**config.mk**
```make
export PLATFORM = sky130hd
export DESIGN_NAME = debug_ring_top
export DESIGN_NICKNAME = d
export VERILOG_FILES = /design/src/design/debug_ring_pkg.sv /design/src/design/host_rx_bridge.sv /design/src/design/debug_node.sv /design/src/design/host_tx_bridge.sv /design/src/design/debug_ring_top.sv
export VERILOG_INCLUDE_DIRS = /design/src /design/src/design
export SDC_FILE = /design/constraint.sdc
export NUM_CORES = 1
export LEC_CHECK = 0
export BUFFER_PORTS_ARGS = -buffer_cell sky130_fd_sc_hd__buf_2
export CAP_MARGIN = 20
export CELL_PAD_IN_SITES_DETAIL_PLACEMENT = 1
export CELL_PAD_IN_SITES_GLOBAL_PLACEMENT = 1
export CORE_MARGIN = 4
export CORE_UTILIZATION = 34
export DETAILED_ROUTE_END_ITERATION = 10
export GPL_TIMING_DRIVEN = 0
export PLACE_DENSITY_LB_ADDON = 0.05
export SKIP_CTS_REPAIR_TIMING = 1
export SLEW_MARGIN = 20
export SYNTH_ARGS = -nofsm -noshare
export SYNTH_HDL_FRONTEND = slang
export SYNTH_SLANG_ARGS = --single-unit
```
**constraint.sdc**
```tcl
create_clock -name clk -period 7.81 [get_ports clk]
set_input_delay 0.781 -clock clk [delete_from_list [all_inputs] [get_ports clk]]
set_output_delay 0.781 -clock clk [all_outputs]
set_load 0.01 [all_outputs]
```
**src/design/debug_ring_params.svh**
```systemverilog
`ifndef DEBUG_RING_PARAMS_SVH
`define DEBUG_RING_PARAMS_SVH

// clock cycles per uart bit, small for simulation
`define DBG_BAUD_DIV 8

// number of nodes on the ring
`define DBG_NODES 4

// clock cycles per ring bit on every hop
`define DBG_HOP_PRESCALE 4

// node identity is this base plus the node index
`define DBG_ID_BASE 32'h11223300

`endif

```
**src/design/debug_ring_pkg.sv**
```systemverilog
package debug_ring_pkg;

    // ring command opcodes
    typedef enum logic [7:0] {
        OP_NOP     = 8'h00,
        OP_READ_ID = 8'h01,
        OP_WRITE   = 8'h02,
        OP_READ    = 8'h03
    } dbg_op_e;

    // frame as it travels the ring, address byte goes first
    typedef struct packed {
        logic [7:0]  addr;
        dbg_op_e     op;
        logic [31:0] data;
    } dbg_frame_t;

    localparam int FRAME_BITS = 48;

endpackage

```
**src/design/host_rx_bridge.sv**
```systemverilog
`include "debug_ring_params.svh"

module host_rx_bridge (
    input  logic clk,
    input  logic rst_n,
    input  logic uart_rx,
    output logic ring_data,
    output logic ring_strobe,
    output logic ring_start
);

    localparam int CW = $clog2(debug_ring_pkg::FRAME_BITS + 1);
    localparam int PW = $clog2(`DBG_HOP_PRESCALE + 1);
    localparam logic [15:0] HALF_LAST = 16'(`DBG_BAUD_DIV / 2 - 1);
    localparam logic [15:0] FULL_LAST = 16'(`DBG_BAUD_DIV - 1);
    localparam logic [PW-1:0] PRE_LAST = PW'(`DBG_HOP_PRESCALE - 1);
    localparam logic [CW-1:0] FRAME_LEN = CW'(debug_ring_pkg::FRAME_BITS);

    typedef enum logic [2:0] {
        RX_IDLE,
        RX_START,
        RX_DATA,
        RX_STOP,
        RX_SHIFT
    } rx_state_e;

    rx_state_e state;
    logic rx_meta;
    logic rx_sync;
    logic [15:0] baud_cnt;
    logic [2:0] bit_cnt;
    logic [2:0] byte_cnt;
    logic [7:0] rx_byte;
    logic [debug_ring_pkg::FRAME_BITS-1:0] frame_sr;
    logic [PW-1:0] pre_cnt;
    logic [CW-1:0] out_cnt;

    always_ff @(posedge clk) begin
        if (!rst_n) begin
            rx_meta <= 1'b1;
            rx_sync <= 1'b1;
        end else begin
            rx_meta <= uart_rx;
            rx_sync <= rx_meta;
        end
    end

    always_ff @(posedge clk) begin
        if (!rst_n) begin
            state       <= RX_IDLE;
            baud_cnt    <= '0;
            bit_cnt     <= '0;
            byte_cnt    <= '0;
            pre_cnt     <= '0;
            out_cnt     <= '0;
            ring_data   <= 1'b0;
            ring_strobe <= 1'b0;
            ring_start  <= 1'b0;
        end else begin
            ring_strobe <= 1'b0;
            ring_start  <= 1'b0;
            case (state)
                RX_IDLE: begin
                    if (!rx_sync) begin
                        state    <= RX_START;
                        baud_cnt <= '0;
                    end
                end
                RX_START: begin
                    // recheck the start bit at its middle
                    if (baud_cnt == HALF_LAST) begin
                        baud_cnt <= '0;
                        bit_cnt  <= '0;
                        state    <= rx_sync ? RX_IDLE : RX_DATA;
                    end else begin
                        baud_cnt <= baud_cnt + 16'd1;
                    end
                end
                RX_DATA: begin
                    if (baud_cnt == FULL_LAST) begin
                        baud_cnt <= '0;
                        rx_byte  <= {rx_sync, rx_byte[7:1]};
                        bit_cnt  <= bit_cnt + 3'd1;
                        if (bit_cnt == 3'd7) begin
                            state <= RX_STOP;
                        end
                    end else begin
                        baud_cnt <= baud_cnt + 16'd1;
                    end
                end
                RX_STOP: begin
                    if (baud_cnt == FULL_LAST) begin
                        baud_cnt <= '0;
                        state    <= RX_IDLE;
                        // a byte with a bad stop bit is dropped
                        if (rx_sync) begin
                            frame_sr <= {frame_sr[39:0], rx_byte};
                            if (byte_cnt == 3'd5) begin
                                byte_cnt <= '0;
                                pre_cnt  <= '0;
                                out_cnt  <= '0;
                                state    <= RX_SHIFT;
                            end else begin
                                byte_cnt <= byte_cnt + 3'd1;
                            end
                        end
                    end else begin
                        baud_cnt <= baud_cnt + 16'd1;
                    end
                end
                RX_SHIFT: begin
                    if (pre_cnt == '0) begin
                        ring_data   <= frame_sr[debug_ring_pkg::FRAME_BITS-1];
                        ring_strobe <= 1'b1;
                        ring_start  <= (out_cnt == '0);
                        frame_sr    <= {frame_sr[debug_ring_pkg::FRAME_BITS-2:0], 1'b0};
                        out_cnt     <= out_cnt + CW'(1);
                    end
                    if (pre_cnt == PRE_LAST) begin
                        pre_cnt <= '0;
                        if (out_cnt == FRAME_LEN) begin
                            state <= RX_IDLE;
                        end
                    end else begin
                        pre_cnt <= pre_cnt + PW'(1);
                    end
                end
                default: state <= RX_IDLE;
            endcase
        end
    end

    // host must wait for the response before the next command
    a_no_rx_during_shift: assert property (
        @(posedge clk) disable iff (!rst_n) (state == RX_SHIFT) |-> !$fell(rx_sync));

endmodule

```
**src/design/debug_node.sv**
```systemverilog
`include "debug_ring_params.svh"

module debug_node #(
    parameter int NODE_INDEX = 0
) (
    input  logic        clk,
    input  logic        rst_n,
    input  logic        in_data,
    input  logic        in_strobe,
    input  logic        in_start,
    output logic        out_data,
    output logic        out_strobe,
    output logic        out_start,
    output logic [31:0] debug_reg
);

    localparam int CW = $clog2(debug_ring_pkg::FRAME_BITS + 1);
    localparam int PW = $clog2(`DBG_HOP_PRESCALE + 1);
    localparam logic [PW-1:0] PRE_LAST = PW'(`DBG_HOP_PRESCALE - 1);
    localparam logic [CW-1:0] FRAME_LEN = CW'(debug_ring_pkg::FRAME_BITS);

    logic [debug_ring_pkg::FRAME_BITS-1:0] rx_sr;
    logic [debug_ring_pkg::FRAME_BITS-1:0] tx_sr;
    logic [CW-1:0] in_cnt;
    logic [CW-1:0] next_cnt;
    logic [CW-1:0] out_cnt;
    logic [PW-1:0] pre_cnt;
    logic rx_done;
    logic fwd;
    logic hit;
    debug_ring_pkg::dbg_frame_t rx_frame;
    debug_ring_pkg::dbg_frame_t tx_frame;

    // frame start restarts the bit count
    assign next_cnt = in_start ? CW'(1) : in_cnt + CW'(1);
    assign rx_frame = rx_sr;
    assign hit = (rx_frame.addr == 8'(NODE_INDEX));

    always_comb begin
        tx_frame = rx_frame;
        if (hit) begin
            case (rx_frame.op)
                debug_ring_pkg::OP_READ_ID: tx_frame.data = `DBG_ID_BASE + 32'(NODE_INDEX);
                debug_ring_pkg::OP_READ:    tx_frame.data = debug_reg;
                default:                    tx_frame.data = rx_frame.data;
            endcase
        end
    end

    always_ff @(posedge clk) begin
        if (in_strobe) begin
            rx_sr <= {rx_sr[debug_ring_pkg::FRAME_BITS-2:0], in_data};
        end
    end

    always_ff @(posedge clk) begin
        if (!rst_n) begin
            in_cnt     <= '0;
            rx_done    <= 1'b0;
            fwd        <= 1'b0;
            pre_cnt    <= '0;
            out_cnt    <= '0;
            out_data   <= 1'b0;
            out_strobe <= 1'b0;
            out_start  <= 1'b0;
            debug_reg  <= '0;
        end else begin
            rx_done    <= 1'b0;
            out_strobe <= 1'b0;
            out_start  <= 1'b0;
            if (in_strobe) begin
                in_cnt  <= next_cnt;
                rx_done <= (next_cnt == FRAME_LEN);
            end
            if (rx_done) begin
                tx_sr   <= tx_frame;
                fwd     <= 1'b1;
                pre_cnt <= '0;
                out_cnt <= '0;
                if (hit && rx_frame.op == debug_ring_pkg::OP_WRITE) begin
                    debug_reg <= rx_frame.data;
                end
            end else if (fwd) begin
                if (pre_cnt == '0) begin
                    out_data   <= tx_sr[debug_ring_pkg::FRAME_BITS-1];
                    out_strobe <= 1'b1;
                    out_start  <= (out_cnt == '0);
                    tx_sr      <= {tx_sr[debug_ring_pkg::FRAME_BITS-2:0], 1'b0};
                    out_cnt    <= out_cnt + CW'(1);
                end
                if (pre_cnt == PRE_LAST) begin
                    pre_cnt <= '0;
                    if (out_cnt == FRAME_LEN) begin
                        fwd <= 1'b0;
                    end
                end else begin
                    pre_cnt <= pre_cnt + PW'(1);
                end
            end
        end
    end

    // upstream must not start a new frame before this one has left
    a_no_overrun: assert property (
        @(posedge clk) disable iff (!rst_n) fwd |-> !in_strobe);

    // the upstream hop raises frame start only together with its strobe
    a_start_with_strobe: assert property (
        @(posedge clk) disable iff (!rst_n) in_start |-> in_strobe);

endmodule

```
**src/design/host_tx_bridge.sv**
```systemverilog
`include "debug_ring_params.svh"

module host_tx_bridge (
    input  logic clk,
    input  logic rst_n,
    input  logic ring_data,
    input  logic ring_strobe,
    input  logic ring_start,
    output logic uart_tx
);

    localparam int CW = $clog2(debug_ring_pkg::FRAME_BITS + 1);
    localparam logic [15:0] FULL_LAST = 16'(`DBG_BAUD_DIV - 1);
    localparam logic [CW-1:0] FRAME_LEN = CW'(debug_ring_pkg::FRAME_BITS);

    typedef enum logic {
        TX_IDLE,
        TX_BYTE
    } tx_state_e;

    tx_state_e state;
    logic [debug_ring_pkg::FRAME_BITS-1:0] rx_sr;
    logic [debug_ring_pkg::FRAME_BITS-1:0] frame_sr;
    logic [CW-1:0] in_cnt;
    logic [CW-1:0] next_cnt;
    logic rx_done;
    logic [9:0] tx_bits;
    logic [15:0] baud_cnt;
    logic [3:0] bit_cnt;
    logic [2:0] byte_cnt;

    assign next_cnt = ring_start ? CW'(1) : in_cnt + CW'(1);

    always_ff @(posedge clk) begin
        if (ring_strobe) begin
            rx_sr <= {rx_sr[debug_ring_pkg::FRAME_BITS-2:0], ring_data};
        end
    end

    always_ff @(posedge clk) begin
        if (!rst_n) begin
            state    <= TX_IDLE;
            in_cnt   <= '0;
            rx_done  <= 1'b0;
            baud_cnt <= '0;
            bit_cnt  <= '0;
            byte_cnt <= '0;
            uart_tx  <= 1'b1;
        end else begin
            rx_done <= 1'b0;
            if (ring_strobe) begin
                in_cnt  <= next_cnt;
                rx_done <= (next_cnt == FRAME_LEN);
            end
            case (state)
                TX_IDLE: begin
                    if (rx_done) begin
                        // stop, byte, start; shifted out lsb first
                        tx_bits  <= {1'b1, rx_sr[47:40], 1'b0};
                        frame_sr <= {rx_sr[39:0], 8'h00};
                        baud_cnt <= '0;
                        bit_cnt  <= '0;
                        byte_cnt <= '0;
                        state    <= TX_BYTE;
                    end
                end
                TX_BYTE: begin
                    if (baud_cnt == '0) begin
                        uart_tx <= tx_bits[0];
                        tx_bits <= {1'b1, tx_bits[9:1]};
                    end
                    if (baud_cnt == FULL_LAST) begin
                        baud_cnt <= '0;
                        bit_cnt  <= bit_cnt + 4'd1;
                        if (bit_cnt == 4'd9) begin
                            bit_cnt <= '0;
                            if (byte_cnt == 3'd5) begin
                                state <= TX_IDLE;
                            end else begin
                                byte_cnt <= byte_cnt + 3'd1;
                                tx_bits  <= {1'b1, frame_sr[47:40], 1'b0};
                                frame_sr <= {frame_sr[39:0], 8'h00};
                            end
                        end
                    end else begin
                        baud_cnt <= baud_cnt + 16'd1;
                    end
                end
                default: state <= TX_IDLE;
            endcase
        end
    end

    // the whole response leaves before the ring delivers another frame
    a_no_strobe_while_sending: assert property (
        @(posedge clk) disable iff (!rst_n) (state == TX_BYTE) |-> !ring_strobe);

endmodule

```
**src/design/debug_ring_top.sv**
```systemverilog
`include "debug_ring_params.svh"

module debug_ring_top (
    input  logic       clk,
    input  logic       rst_n,
    input  logic       uart_rx,
    output logic       uart_tx,
    output logic [3:0] led
);

    // hop i feeds node i, hop DBG_NODES feeds the tx bridge
    logic hop_data [`DBG_NODES + 1];
    logic hop_strobe [`DBG_NODES + 1];
    logic hop_start [`DBG_NODES + 1];
    logic [31:0] node_reg [`DBG_NODES];

    host_rx_bridge u_rx (
        .clk         (clk),
        .rst_n       (rst_n),
        .uart_rx     (uart_rx),
        .ring_data   (hop_data[0]),
        .ring_strobe (hop_strobe[0]),
        .ring_start  (hop_start[0])
    );

    for (genvar i = 0; i < `DBG_NODES; i++) begin : g_node
        debug_node #(
            .NODE_INDEX (i)
        ) u_node (
            .clk        (clk),
            .rst_n      (rst_n),
            .in_data    (hop_data[i]),
            .in_strobe  (hop_strobe[i]),
            .in_start   (hop_start[i]),
            .out_data   (hop_data[i+1]),
            .out_strobe (hop_strobe[i+1]),
            .out_start  (hop_start[i+1]),
            .debug_reg  (node_reg[i])
        );
    end

    host_tx_bridge u_tx (
        .clk         (clk),
        .rst_n       (rst_n),
        .ring_data   (hop_data[`DBG_NODES]),
        .ring_strobe (hop_strobe[`DBG_NODES]),
        .ring_start  (hop_start[`DBG_NODES]),
        .uart_tx     (uart_tx)
    );

    // leds are active low
    assign led = ~node_reg[0][3:0];

endmodule

```
### Word-level counts from Yosys, hierarchy flattened

Cells that the tools add are included.

| cells by class | value |
|---|---|
| $add $sub $neg | 21 |
| multipliers | 0 |
| div/mod/pow operators | 0 |
| magnitude comparators | 0 |
| equality and inequality tests | 55 |
| shift operators | 0 |
| multiplexer cells | 111 |
| bitwise logic cells | 15 |
| reductions and logical operators | 78 |

Operators with widths:

| kind | count |
|---|---|
| 2-to-1 mux 48 bit | 19 |
| case mux 32 bit (2 select lines) | 4 |
| case mux 48 bit (2 select lines) | 2 |
| 2-to-1 mux 32 bit | 4 |
| == test 8 x 2 -> 1 bit (second input constant) | 10 |
| 2-to-1 mux 16 bit | 5 |
| 2-to-1 mux 3 bit | 24 |
| adder 6 x 1 -> 6 bit (second input constant) | 10 |
| == test 6 bit (second input constant) | 10 |
| 2-to-1 mux 6 bit | 9 |
| 2-to-1 mux 10 bit | 5 |
| case mux 16 bit (3 select lines) | 1 |
| == test 8 x 1 -> 1 bit (second input constant) | 5 |
| AND reduction 2 bit | 19 |
| AND reduction 3 bit | 12 |
| adder 16 x 1 -> 16 bit (second input constant) | 2 |
| == test 16 x 3 -> 1 bit (second input constant) | 2 |
| case mux 16 bit (2 select lines) | 1 |
| zero test 6 bit | 5 |
| 2-to-1 mux 1 bit | 25 |
| adder 3 x 1 -> 3 bit (second input constant) | 8 |
| == test 3 x 2 -> 1 bit (second input constant) | 7 |
| != test 2 x 1 -> 1 bit (second input constant) | 10 |
| case mux 10 bit (2 select lines) | 1 |
| other kinds (27) | 80 |

| word-level totals | value |
|---|---|
| flip-flop bits (word level) | 825 |
| bits in latches | 0 |
| RAM bits | 0 |
| bits in read-only memories | 0 |
| input port bits | 3 |
| output and inout port bits | 5 |
| logic and storage cells | 347 |
| memories kept | 0 |

### Logic depth before layout (Yosys ltp)

Gate-level depths: netlist of the first run.

| depth | value |
|---|---|
| depth after elaboration | 6 |
| mapped depth | 8 |
| depth with buffers taken out | 7 |

### Hierarchy

From an unflattened synthesis of the first run, not the netlist that was laid out.

| unflattened totals | value |
|---|---|
| cell total of the unflattened synthesis | 2971 |
| area total of the unflattened synthesis | 35051.1 µm² |

By module, submodules not included:

| module | instances | cells each | area an instance (µm²) | seq. area each (µm²) |
|---|---|---|---|---|
| debug_node (g_node[2].u_node) | 1 | 526 | 6287.3 | 3923.8 |
| debug_node (g_node[0].u_node) | 1 | 527 | 6281.0 | 3923.8 |
| debug_node (g_node[3].u_node) | 1 | 525 | 6257.3 | 3923.8 |
| debug_node (g_node[1].u_node) | 1 | 525 | 6251.0 | 3923.8 |
| host_tx_bridge | 1 | 396 | 5527.8 | 3583.4 |
| host_rx_bridge | 1 | 468 | 4431.8 | 2462.4 |
| debug_ring_top | 1 | 4 | 15.0 | 0.0 |

### Worst setup path after synthesis of the first run

No wires, ideal clock.

| timing path | value |
|---|---|
| kind | input to register |
| start point | input rst_n |
| end point | register u_rx.frame_sr[0] in the netlist's numbering (enable) |
| library setup time | 454 ps |
| data arrival time | 3409 ps |
| required time | 7356 ps |
| slack | 3947 ps |
| stages on the path | 4 |
| path buffers | 2 |
| path through | clkbuf_1 -> clkbuf_1 -> o21ai_0 -> nor2_1 |

| on the way | value |
|---|---|
| cells in the longest elaborated chain, start to end | 1 |

Ends and longest elaborated chain:

| element | RTL line | RTL |
|---|---|---|
| start: declaration | debug_ring_top.sv:5 | `input logic rst_n,` |
| AND reduction 5 bit (no line) | - |  |
| end signal: assignment | host_rx_bridge.sv:97 | `frame_sr <= {frame_sr[39:0], rx_byte};` |
| end signal: assignment | host_rx_bridge.sv:116 | `frame_sr <= {frame_sr[debug_ring_pkg::FRAME_BITS-2:0], 1'b0};` |
| end: declaration | host_rx_bridge.sv:34 | `logic [debug_ring_pkg::FRAME_BITS-1:0] frame_sr;` |

Every way passes these cells.
A chain may end at the register's enable or synchronous reset.

### Worst setup path in the final report of the first run

| timing path | value |
|---|---|
| start point | input rst_n |
| end point | register g_node[2].u_node.tx_sr[6] in the netlist's numbering (enable) |

| on the way | value |
|---|---|
| cells in the longest elaborated chain, start to end | 1 |

Ends and longest elaborated chain:

| element | RTL line | RTL |
|---|---|---|
| AND reduction 3 bit (no line) | - |  |
| end signal: assignment | debug_node.sv:76 | `tx_sr <= tx_frame;` |
| end signal: assignment | debug_node.sv:88 | `tx_sr <= {tx_sr[debug_ring_pkg::FRAME_BITS-2:0], 1'b0};` |
| end: declaration | debug_node.sv:23 | `logic [debug_ring_pkg::FRAME_BITS-1:0] tx_sr;` |

Every way passes these cells.

==> results of run 1 <==
[kinds of logic (layout without fill, tap and decap cells)]
family,Yosys count,count (layout)
adder cells (fa/ha/maj),34,34
XOR/XNOR,48,48
flip-flops,817,817
multiplexers,280,280
AND/OR/NAND/NOR,1042,1042
buffers and inverters,200,393
AO/OA/AOI/OAI,347,347
[power breakdown]
part | total, mW | internal [mW] | switching (mW) | leakage, nW
clock network | 4.33 | 2.54 | 1.79 | 1.48
logic | 0.0612 | 0.0183 | 0.0429 | 4.23
registers | 4.55 | 4.55 | 0.00113 | 7.23
total | 8.94 | 7.11 | 1.83 | 12.9
[metrics by stage]
stage	area, µm²	hold WS (ns)
final	38500	0.379
after global routing	38500	0.350
after CTS	38500	0.317
after detailed placement	35500	0.413
after global placement	35200	0.403
after floorplan	33600	0.386
[critical path: stages]
cell and delay [ns]:
buf_2 0.39, clkbuf_1 0.63, clkbuf_1 0.69, buf_2 0.60, o21a_4 0.70
[final timing paths]
check	slack [ns]	cells past startpoint	to	from
max reg2reg	4.96	6	u_tx.frame_sr[19]	u_tx.baud_cnt[8]
min reg2reg	0.43	0	g_node[0].u_node.rx_frame[0]	u_rx.ring_data
min	0.38	2	u_rx.rx_meta	uart_rx
max	4.21	5	g_node[2].u_node.tx_sr[6]	rst_n
[layer usage]
layer | track usage (%) | vias up
li1 | - | 10200
met1 | 20.9 | 10700
met5 | 0 | -
met2 | 25.1 | 212
met4 | 4.27 | 0
met3 | 2.42 | 105
[cells in the final DEF, fill, tap and decap left out, types with 8 or more instances in the layout]
master     Yosys  routed
a31oi_1      107     107
nor3_1        13      13
ha_1          34      34
clkinv_2       0      14
mux2_2       128     128
and3_1        13      13
nor2b_1      204     203
clkbuf_1     114     143
clkbuf_16      0      97
nand4b_1       9       9
clkinv_1       0      12
nand2_1      353     353
nor4b_1       11      11
and2_1        21      20
buf_1         11      10
dfxtp_1      279     274
nor4_1        12      12
nor2_1       180     179
xor2_1        31      31
inv_1         48      48
a21boi_0      11      11
nand3b_1       8       8
clkbuf_8       0      13
buf_2         23      31
nand3_1      132     132
nand2b_1      18      18
o21ai_0      135     135
mux2i_1      152     152
edfxtp_1     538     538
a21oi_1       39      39
nand4_1       17      17
xnor2_1       17      17
or3_1         11      11
[final cells by class]
cell class,count,area [µm²],share of cell area (%)
multi-input cells,1751,11100,28.8
clock buffers,140,2720,7.06
flip-flops and latches,817,21800,56.5
inverters,48,180,0.468
well taps,1287,1610,4.18
repair buffers,15,225,0.585
clock inverters,38,303,0.787
plain buffers,152,621,1.61
==> impl_metrics.toml, run 1 <==
[layout]
drive_above_1_share_pct = 11.5
finish.utilization_pct = 39.2
stdcell_count = 4248
fill_cells = 10400
synthToLayoutAreaGrowth_pct = 14.7
fin_nets = 2917
num_antenna_cells = 0

[drt]
met2_length_um = 36500
wirelength_um = 78800
drtPass1Iterations = 4
top_layer = "met4"
drc_errors = 0
route.met3.wl_um = 2260
wl_met1_um = 38600
ant_nets = 0
via_count = 21200
drt_iter0_markers = 1262
vias_per_cell = 4.98
wl_per_cell_um = 18.5

[grt]
grt_pass1_vias = 22700
grt_first_pass_wirelength_um = 128000
grt_max_degree = 50
antenna_found_initial = 3
overflow = 0
grt_util_all_layers_pct = 15.2

[worst_setup_path]
critPathLaunchType = "input pin"
cp_max_fo = 48
critical_path.endpoint_type = "flip-flop"
worstSetupPathType = "in -> reg"
required_ns = 8.07
cp.arrival_ns = 3.86

[logic_synthesis]
synth_top_cell_by_area = "edfxtp_1"
ys_ff_latch = 817
yosys.area_share.simple_pct = 15.4
synthAdderAreaFrac_pct = 1.27
syn-num-nets = 2805
muxShareOfSynthArea_pct = 8.82
synth.yosys.seq_area_share_pct = 64.7
synth_edf_count = 538
syn_inst = 2768
yosys-top-cells-count = "538 x edfxtp_1, 353 x nand2_1, 279 x dfxtp_1"
yosys.area_share.xor_xnor_pct = 1.25
ys_warn_count = 0
synth_ff_type = "edfxtp_1"
synthTopCellsByArea = "edfxtp_1 48%, dfxtp_1 17%, mux2i_1 4.5%, mux2_2 4.3%, nand2_1 3.9%"
synth.distinct_cells = 61
yosysMostFrequentCell = "edfxtp_1"
syn_area_per_cell_um2 = 12.1
synth_top_family_by_area = "simple AND/OR/NAND/NOR gates"
synth_area_um2 = 33600
synth_compound_area_share_pct = 6.16
synthArstFlopShare_pct = 0
yosysTopAreaCellShare_pct = 48.1

[power_and_ir_drop]
irDropWorstVdd_mv = 0.149
power_leakage_nw = 12.9
p_total_mw = 8.94
p_per_area_nw_per_um2 = 232

[sta]
fin_ws_ns = 4.21
finalCritPeriodShare_pct = 46.1
setup_tns_ns = 0
hold_viol_final = 0
fin_skew_ns = 0.0210
period_needed_ns = 3.60
rsz0062_at_grt = "no"
worst_pin_slew_ns = 0.965
slew_violations = 0
slew_headroom_pct = 35.6
setup_violations = 0
fmax_mhz = 278

[placed_design]
place_ws_ns = 3.39
portBuffers = 7
hpwl_um = 49300
place_inst = 4070
globalplace.congestion = 0.735

[clock_network]
cts_num_sinks = 817
cts_buffers = 95
clock_path_buffers = 3
clock_latency_ns = 0.66
cts_tree = "yes"
htreeDepth = 3
ctsRootBufferMaster = "clkbuf_16"
path_clk_slew_ns = 0.05

[die]
start_util_pct = 34.2
rows = 115
pin_count = 8
die_area_um2 = 104000
core-area_um2 = 98100
die_y_um = 322
die_w_um = 322

[run_status]
status = "completed"

[flow_run]
maxCapViolations = 0

[min_path]
hp-class = "in -> reg"
Power figures use the tool's default switching activity.
==> run 2: changes to the inputs <==
==> constraint.sdc (replaced) <==
create_clock -name clk -period 2.9 [get_ports clk]
set_input_delay 0.29 -clock clk [delete_from_list [all_inputs] [get_ports clk]]
set_output_delay 0.29 -clock clk [all_outputs]
set_load 0.01 [all_outputs]
==> run 2 against run 1 <==
- final cell count about the same
- count of clock-buffer cells in the layout down 6
- non-clock buffer count up 1
- critical path type is now reg -> reg
- highest routed layer unchanged
==> impl_metrics.toml, run 2 (synthesis results as in run 1) <==
[drt]
wl_per_cell_um = 18.6
drt_iter0_markers = 1149
vias_per_cell = 4.98
drtPass1Iterations = 5
via_count = 21200
drc_errors = 0
ant_nets = 0
wirelength_um = 79200

[placed_design]
globalplace.congestion = 0.732
portBuffers = 7
place_ws_ns = -0.833
hpwl_um = 49600

[clock_network]
clock_latency_ns = 0.65
cts_buffers = 95
htreeDepth = 3
clock_path_buffers = 3
ctsRootBufferMaster = "clkbuf_16"
cts_num_sinks = 817
cts_tree = "yes"
path_clk_slew_ns = 0.06

[sta]
setup_tns_ns = 0
worst_pin_slew_ns = 0.958
slew_violations = 0
fin_ws_ns = 0.208
finalCritPeriodShare_pct = 92.8
fmax_mhz = 371
period_needed_ns = 2.69
fin_skew_ns = 0.0267
hold_viol_final = 0
slew_headroom_pct = 36.1
setup_violations = 0
rsz0062_at_grt = "no"

[die]
die_area_um2 = 104000
rows = 115
die_y_um = 322
die_w_um = 322
core-area_um2 = 98100
pin_count = 8
start_util_pct = 34.2

[grt]
grt_util_all_layers_pct = 15.4
grt_max_degree = 50
grt_first_pass_wirelength_um = 129000
overflow = 0
grt_pass1_vias = 22600
antenna_found_initial = 1

[layout]
fill_cells = 10400
final_cell_mix = "538 x edfxtp_1, 353 x nand2_1, 274 x dfxtp_1, 203 x nor2b_1, 176 x nor2_1"
fin_nets = 2919
multi_input_area_um2 = 11100
register_area_um2 = 21800
drive_above_1_share_pct = 12.3
num_antenna_cells = 0
final_common_cell = "edfxtp_1"
synthToLayoutAreaGrowth_pct = 15.4

[power_and_ir_drop]
irDropWorstVdd_mv = 0.449
power_leakage_nw = 13.1
p_per_area_nw_per_um2 = 636

[worst_setup_path]
critical_path.endpoint_type = "flip-flop"
cp_max_fo = 28
worstSetupPathType = "reg -> reg"
cp.arrival_ns = 3.02
required_ns = 3.23
critPathLaunchType = "flip-flop"

[run_status]
status = "completed"

[min_path]
hp-class = "in -> reg"

[flow_run]
maxCapViolations = 0
## run 2: worst max-delay path: stages (launching register included)
cell and delay, ns:
dfxtp_1 0.45, clkbuf_1 0.59, clkbuf_1 0.57, o21a_4 0.47, buf_12 0.25
## run 2: stage by stage
step                instances  util (%)  hold WS (ns)  instance area [µm²]  power, mW
global route             4250      39.5         0.331                38700       25.6
CTS                      4249      39.4        -0.157                38700       25.1
floorplan                2768         -         0.386                33600       12.6
finish                   4250      39.5         0.264                38700       24.6
detailed placement       4071      36.2         0.403                35500       12.7
global placement         4062      35.9         0.403                35200       12.7
## run 2: final timing paths
check                                             endpoint                      from  slack [ns]  depth (start not counted)
worst max-delay path            g_node[3].u_node.tx_sr[19]  g_node[3].u_node.rx_done        0.21                          4
worst min-delay path                      u_rx.ring_strobe                     rst_n        0.26                          2
worst max register to register  g_node[3].u_node.tx_sr[19]  g_node[3].u_node.rx_done        0.21                          4
worst min register to register                u_rx.rx_sync              u_rx.rx_meta        0.41                          1
## run 2: power breakdown
| group | total [mW] | internal [mW] | leakage, nW | switching, mW |
|---|---|---|---|---|
| registers | 12.3 | 12.3 | 7.25 | 0.00307 |
| logic | 0.163 | 0.0499 | 4.28 | 0.113 |
| clock network | 12.2 | 7.38 | 1.57 | 4.84 |
| total | 24.6 | 19.7 | 13.1 | 4.96 |
## run 2: layer usage
layer  wire, µm  track usage [%]  up-vias
li1           -                -    10200
met1      38800             21.3    10700
met2      36900             25.3      171
met3       1780             2.43      111
met4       1720             3.96        0
met5          0                0        -
## run 2: final cells by class
type | instances | area share [%]
Buffer | 151 | 1.60
Clock buffer | 134 | 6.96
Clock inverter | 44 | 1.28
Inverter | 48 | 0.465
Multi-Input combinational cell | 1752 | 28.7
Sequential cell | 817 | 56.2
Tap cell | 1287 | 4.16
Timing Repair Buffer | 17 | 0.698
==> run 3: changes to the inputs <==
--- a/config.mk
+++ b/config.mk
@@ -15,6 +15,7 @@
 export DETAILED_ROUTE_END_ITERATION = 10
 export GPL_TIMING_DRIVEN = 0
 export PLACE_DENSITY_LB_ADDON = 0.05
+export RECOVER_POWER = 100
 export SKIP_CTS_REPAIR_TIMING = 1
 export SLEW_MARGIN = 20
 export SYNTH_ARGS = -nofsm -noshare
==> run 3 against run 2 <==
- the run now ends with max-capacitance violations, max-slew violations left
- global-route usage did not move
- final cell count unchanged
- clock power barely moved
- power barely moved
- sequential share of layout area grew 0.23 points
- hold slack improved by 0.019 ns
- clock skew decreased by 0.0013 ns
- first-iteration DRC count about the same
- final area down 0.48%
- register-to-register slack worse by 0.02 ns
- sequential power is essentially flat
- critical endpoint unchanged
- largest cell class unchanged
==> impl_metrics.toml, run 3 (synthesis results as in run 1) <==
[min_path]
hp-class = "in -> reg"

[placed_design]
place_inst = 4071
hpwl_um = 49600
placed_area_um2 = 35500
portBuffers = 7
globalplace.congestion = 0.732

[layout]
stdcell_count = 4250
fill_cells = 10400
synthToLayoutAreaGrowth_pct = 14.8
multi_input_area_um2 = 11100
final_common_cell = "edfxtp_1"
final_cell_mix = "538 x edfxtp_1, 353 x nand2_1, 277 x dfxtp_1, 203 x nor2b_1, 177 x nor2_1"
register_area_um2 = 21700
drive_above_1_share_pct = 11.5
design_area_um2 = 38600
fin_nets = 2919
num_antenna_cells = 0
finish.utilization_pct = 39.3

[power_and_ir_drop]
power_switching_mw = 4.96
p_per_area_nw_per_um2 = 639
power_frac_seq_pct = 49.8
comb_power_share_pct = 0.7
power_frac_clock_pct = 49.6
irDropWorstVdd_mv = 0.451
p_int_mw = 19.7
power_leakage_nw = 13.0
switching_share_pct = 20.1
p_total_mw = 24.6

[sta]
finalCritPeriodShare_pct = 93.7
period_needed_ns = 2.72
slew_headroom_pct = -2.16
setup_violations = 0
rsz0062_at_grt = "no"
fin_skew_ns = 0.0254
slew_violations = 49
setup_tns_ns = 0
hold_viol_final = 0
worst_pin_slew_ns = 1.53
fmax_mhz = 368

[clock_network]
path_clk_slew_ns = 0.06
clock_path_buffers = 3
htreeDepth = 3
cts_tree = "yes"
ctsRootBufferMaster = "clkbuf_16"
cts_num_sinks = 817
cts_buffers = 95
clock_latency_ns = 0.65

[worst_setup_path]
worstSetupPathType = "reg -> reg"
cp_max_fo = 28
critPathLaunchType = "flip-flop"
required_ns = 3.23
cp.arrival_ns = 3.04
critical_path.endpoint_type = "flip-flop"

[drt]
wirelength_um = 79200
drtPass1Iterations = 4
drc_errors = 0
drt_iter0_markers = 1148
wl_per_cell_um = 18.6
via_count = 21200
vias_per_cell = 4.98
ant_nets = 0

[die]
die_w_um = 322
pin_count = 8
rows = 115
core-area_um2 = 98100
die_area_um2 = 104000
die_y_um = 322
start_util_pct = 34.2

[flow_run]
maxCapViolations = 1

[grt]
grt_pass1_vias = 22600
overflow = 0
grt_first_pass_wirelength_um = 129000
grt_max_degree = 50
antenna_found_initial = 1
grt_util_all_layers_pct = 15.4

[run_status]
failed_checks = "max-capacitance violations, max-slew violations"
status = "finished with violations"
run 3: cell types whose count changed in the layout (fill, tap and decap cells not counted), moves of 6 or more:
cell and delta:
buf_1 -10, buf_16 -6, clkbuf_2 +13, and2_0 +14
clkbuf_1 +23, buf_2 -22, and2_1 -14
run 3: power groups by stage:
stage                     Combinational [mW]  Clock, mW  Sequential (mW)
after global routing                   0.182       13.2             12.3
after global placement                 0.170          0             12.5
after floorplan                       0.0908          0             12.5
after detailed placement               0.171          0             12.5
after CTS                              0.172       12.7             12.3
final                                  0.162       12.2             12.3
run 3: final timing paths:
path | startpoint | endpoint | cells past startpoint | slack (ns)
worst min-delay path | rst_n | u_rx.ring_strobe | 2 | 0.28
worst max-delay path | g_node[3].u_node.rx_done | g_node[3].u_node.tx_sr[19] | 4 | 0.18
worst min register to register | u_rx.rx_meta | u_rx.rx_sync | 1 | 0.41
worst max register to register | g_node[3].u_node.rx_done | g_node[3].u_node.tx_sr[19] | 4 | 0.18
run 3: critical path, cell delays in order, from the launching register on:
cell	delay (ns)
dfxtp_1	0.45
clkbuf_1	0.60
clkbuf_1	0.58
o21a_4	0.47
buf_12	0.25
run 3: per-layer routing:
metal / GRT usage [%] / wire [µm] / vias up
li1: - / - / 10200
met1: 21.3 / 38600 / 10700
met2: 25.3 / 36900 / 184
met3: 2.43 / 1900 / 110
met4: 3.96 / 1710 / 0
met5: 0 / 0 / -
run 3: area by class of cell:
| type | count | share of cell area, % |
|---|---|---|
| Inverter | 48 | 0.467 |
| Clock inverter | 44 | 1.29 |
| Sequential cell | 817 | 56.4 |
| Tap cell | 1287 | 4.18 |
| Clock buffer | 134 | 6.99 |
| Multi-Input combinational cell | 1752 | 28.8 |
| Timing Repair Buffer | 17 | 0.318 |
| Buffer | 151 | 1.57 |
run 3: through the flow:
step | hold WS (ns) | worst slack (ns)
2_1_floorplan | 0.386 | 0.0666
3_3_place_gp | 0.403 | -2.59
3_5_place_dp | 0.403 | -0.833
4_1_cts | -0.157 | -0.158
5_1_grt | 0.358 | 0.00677
6_report | 0.282 | 0.184
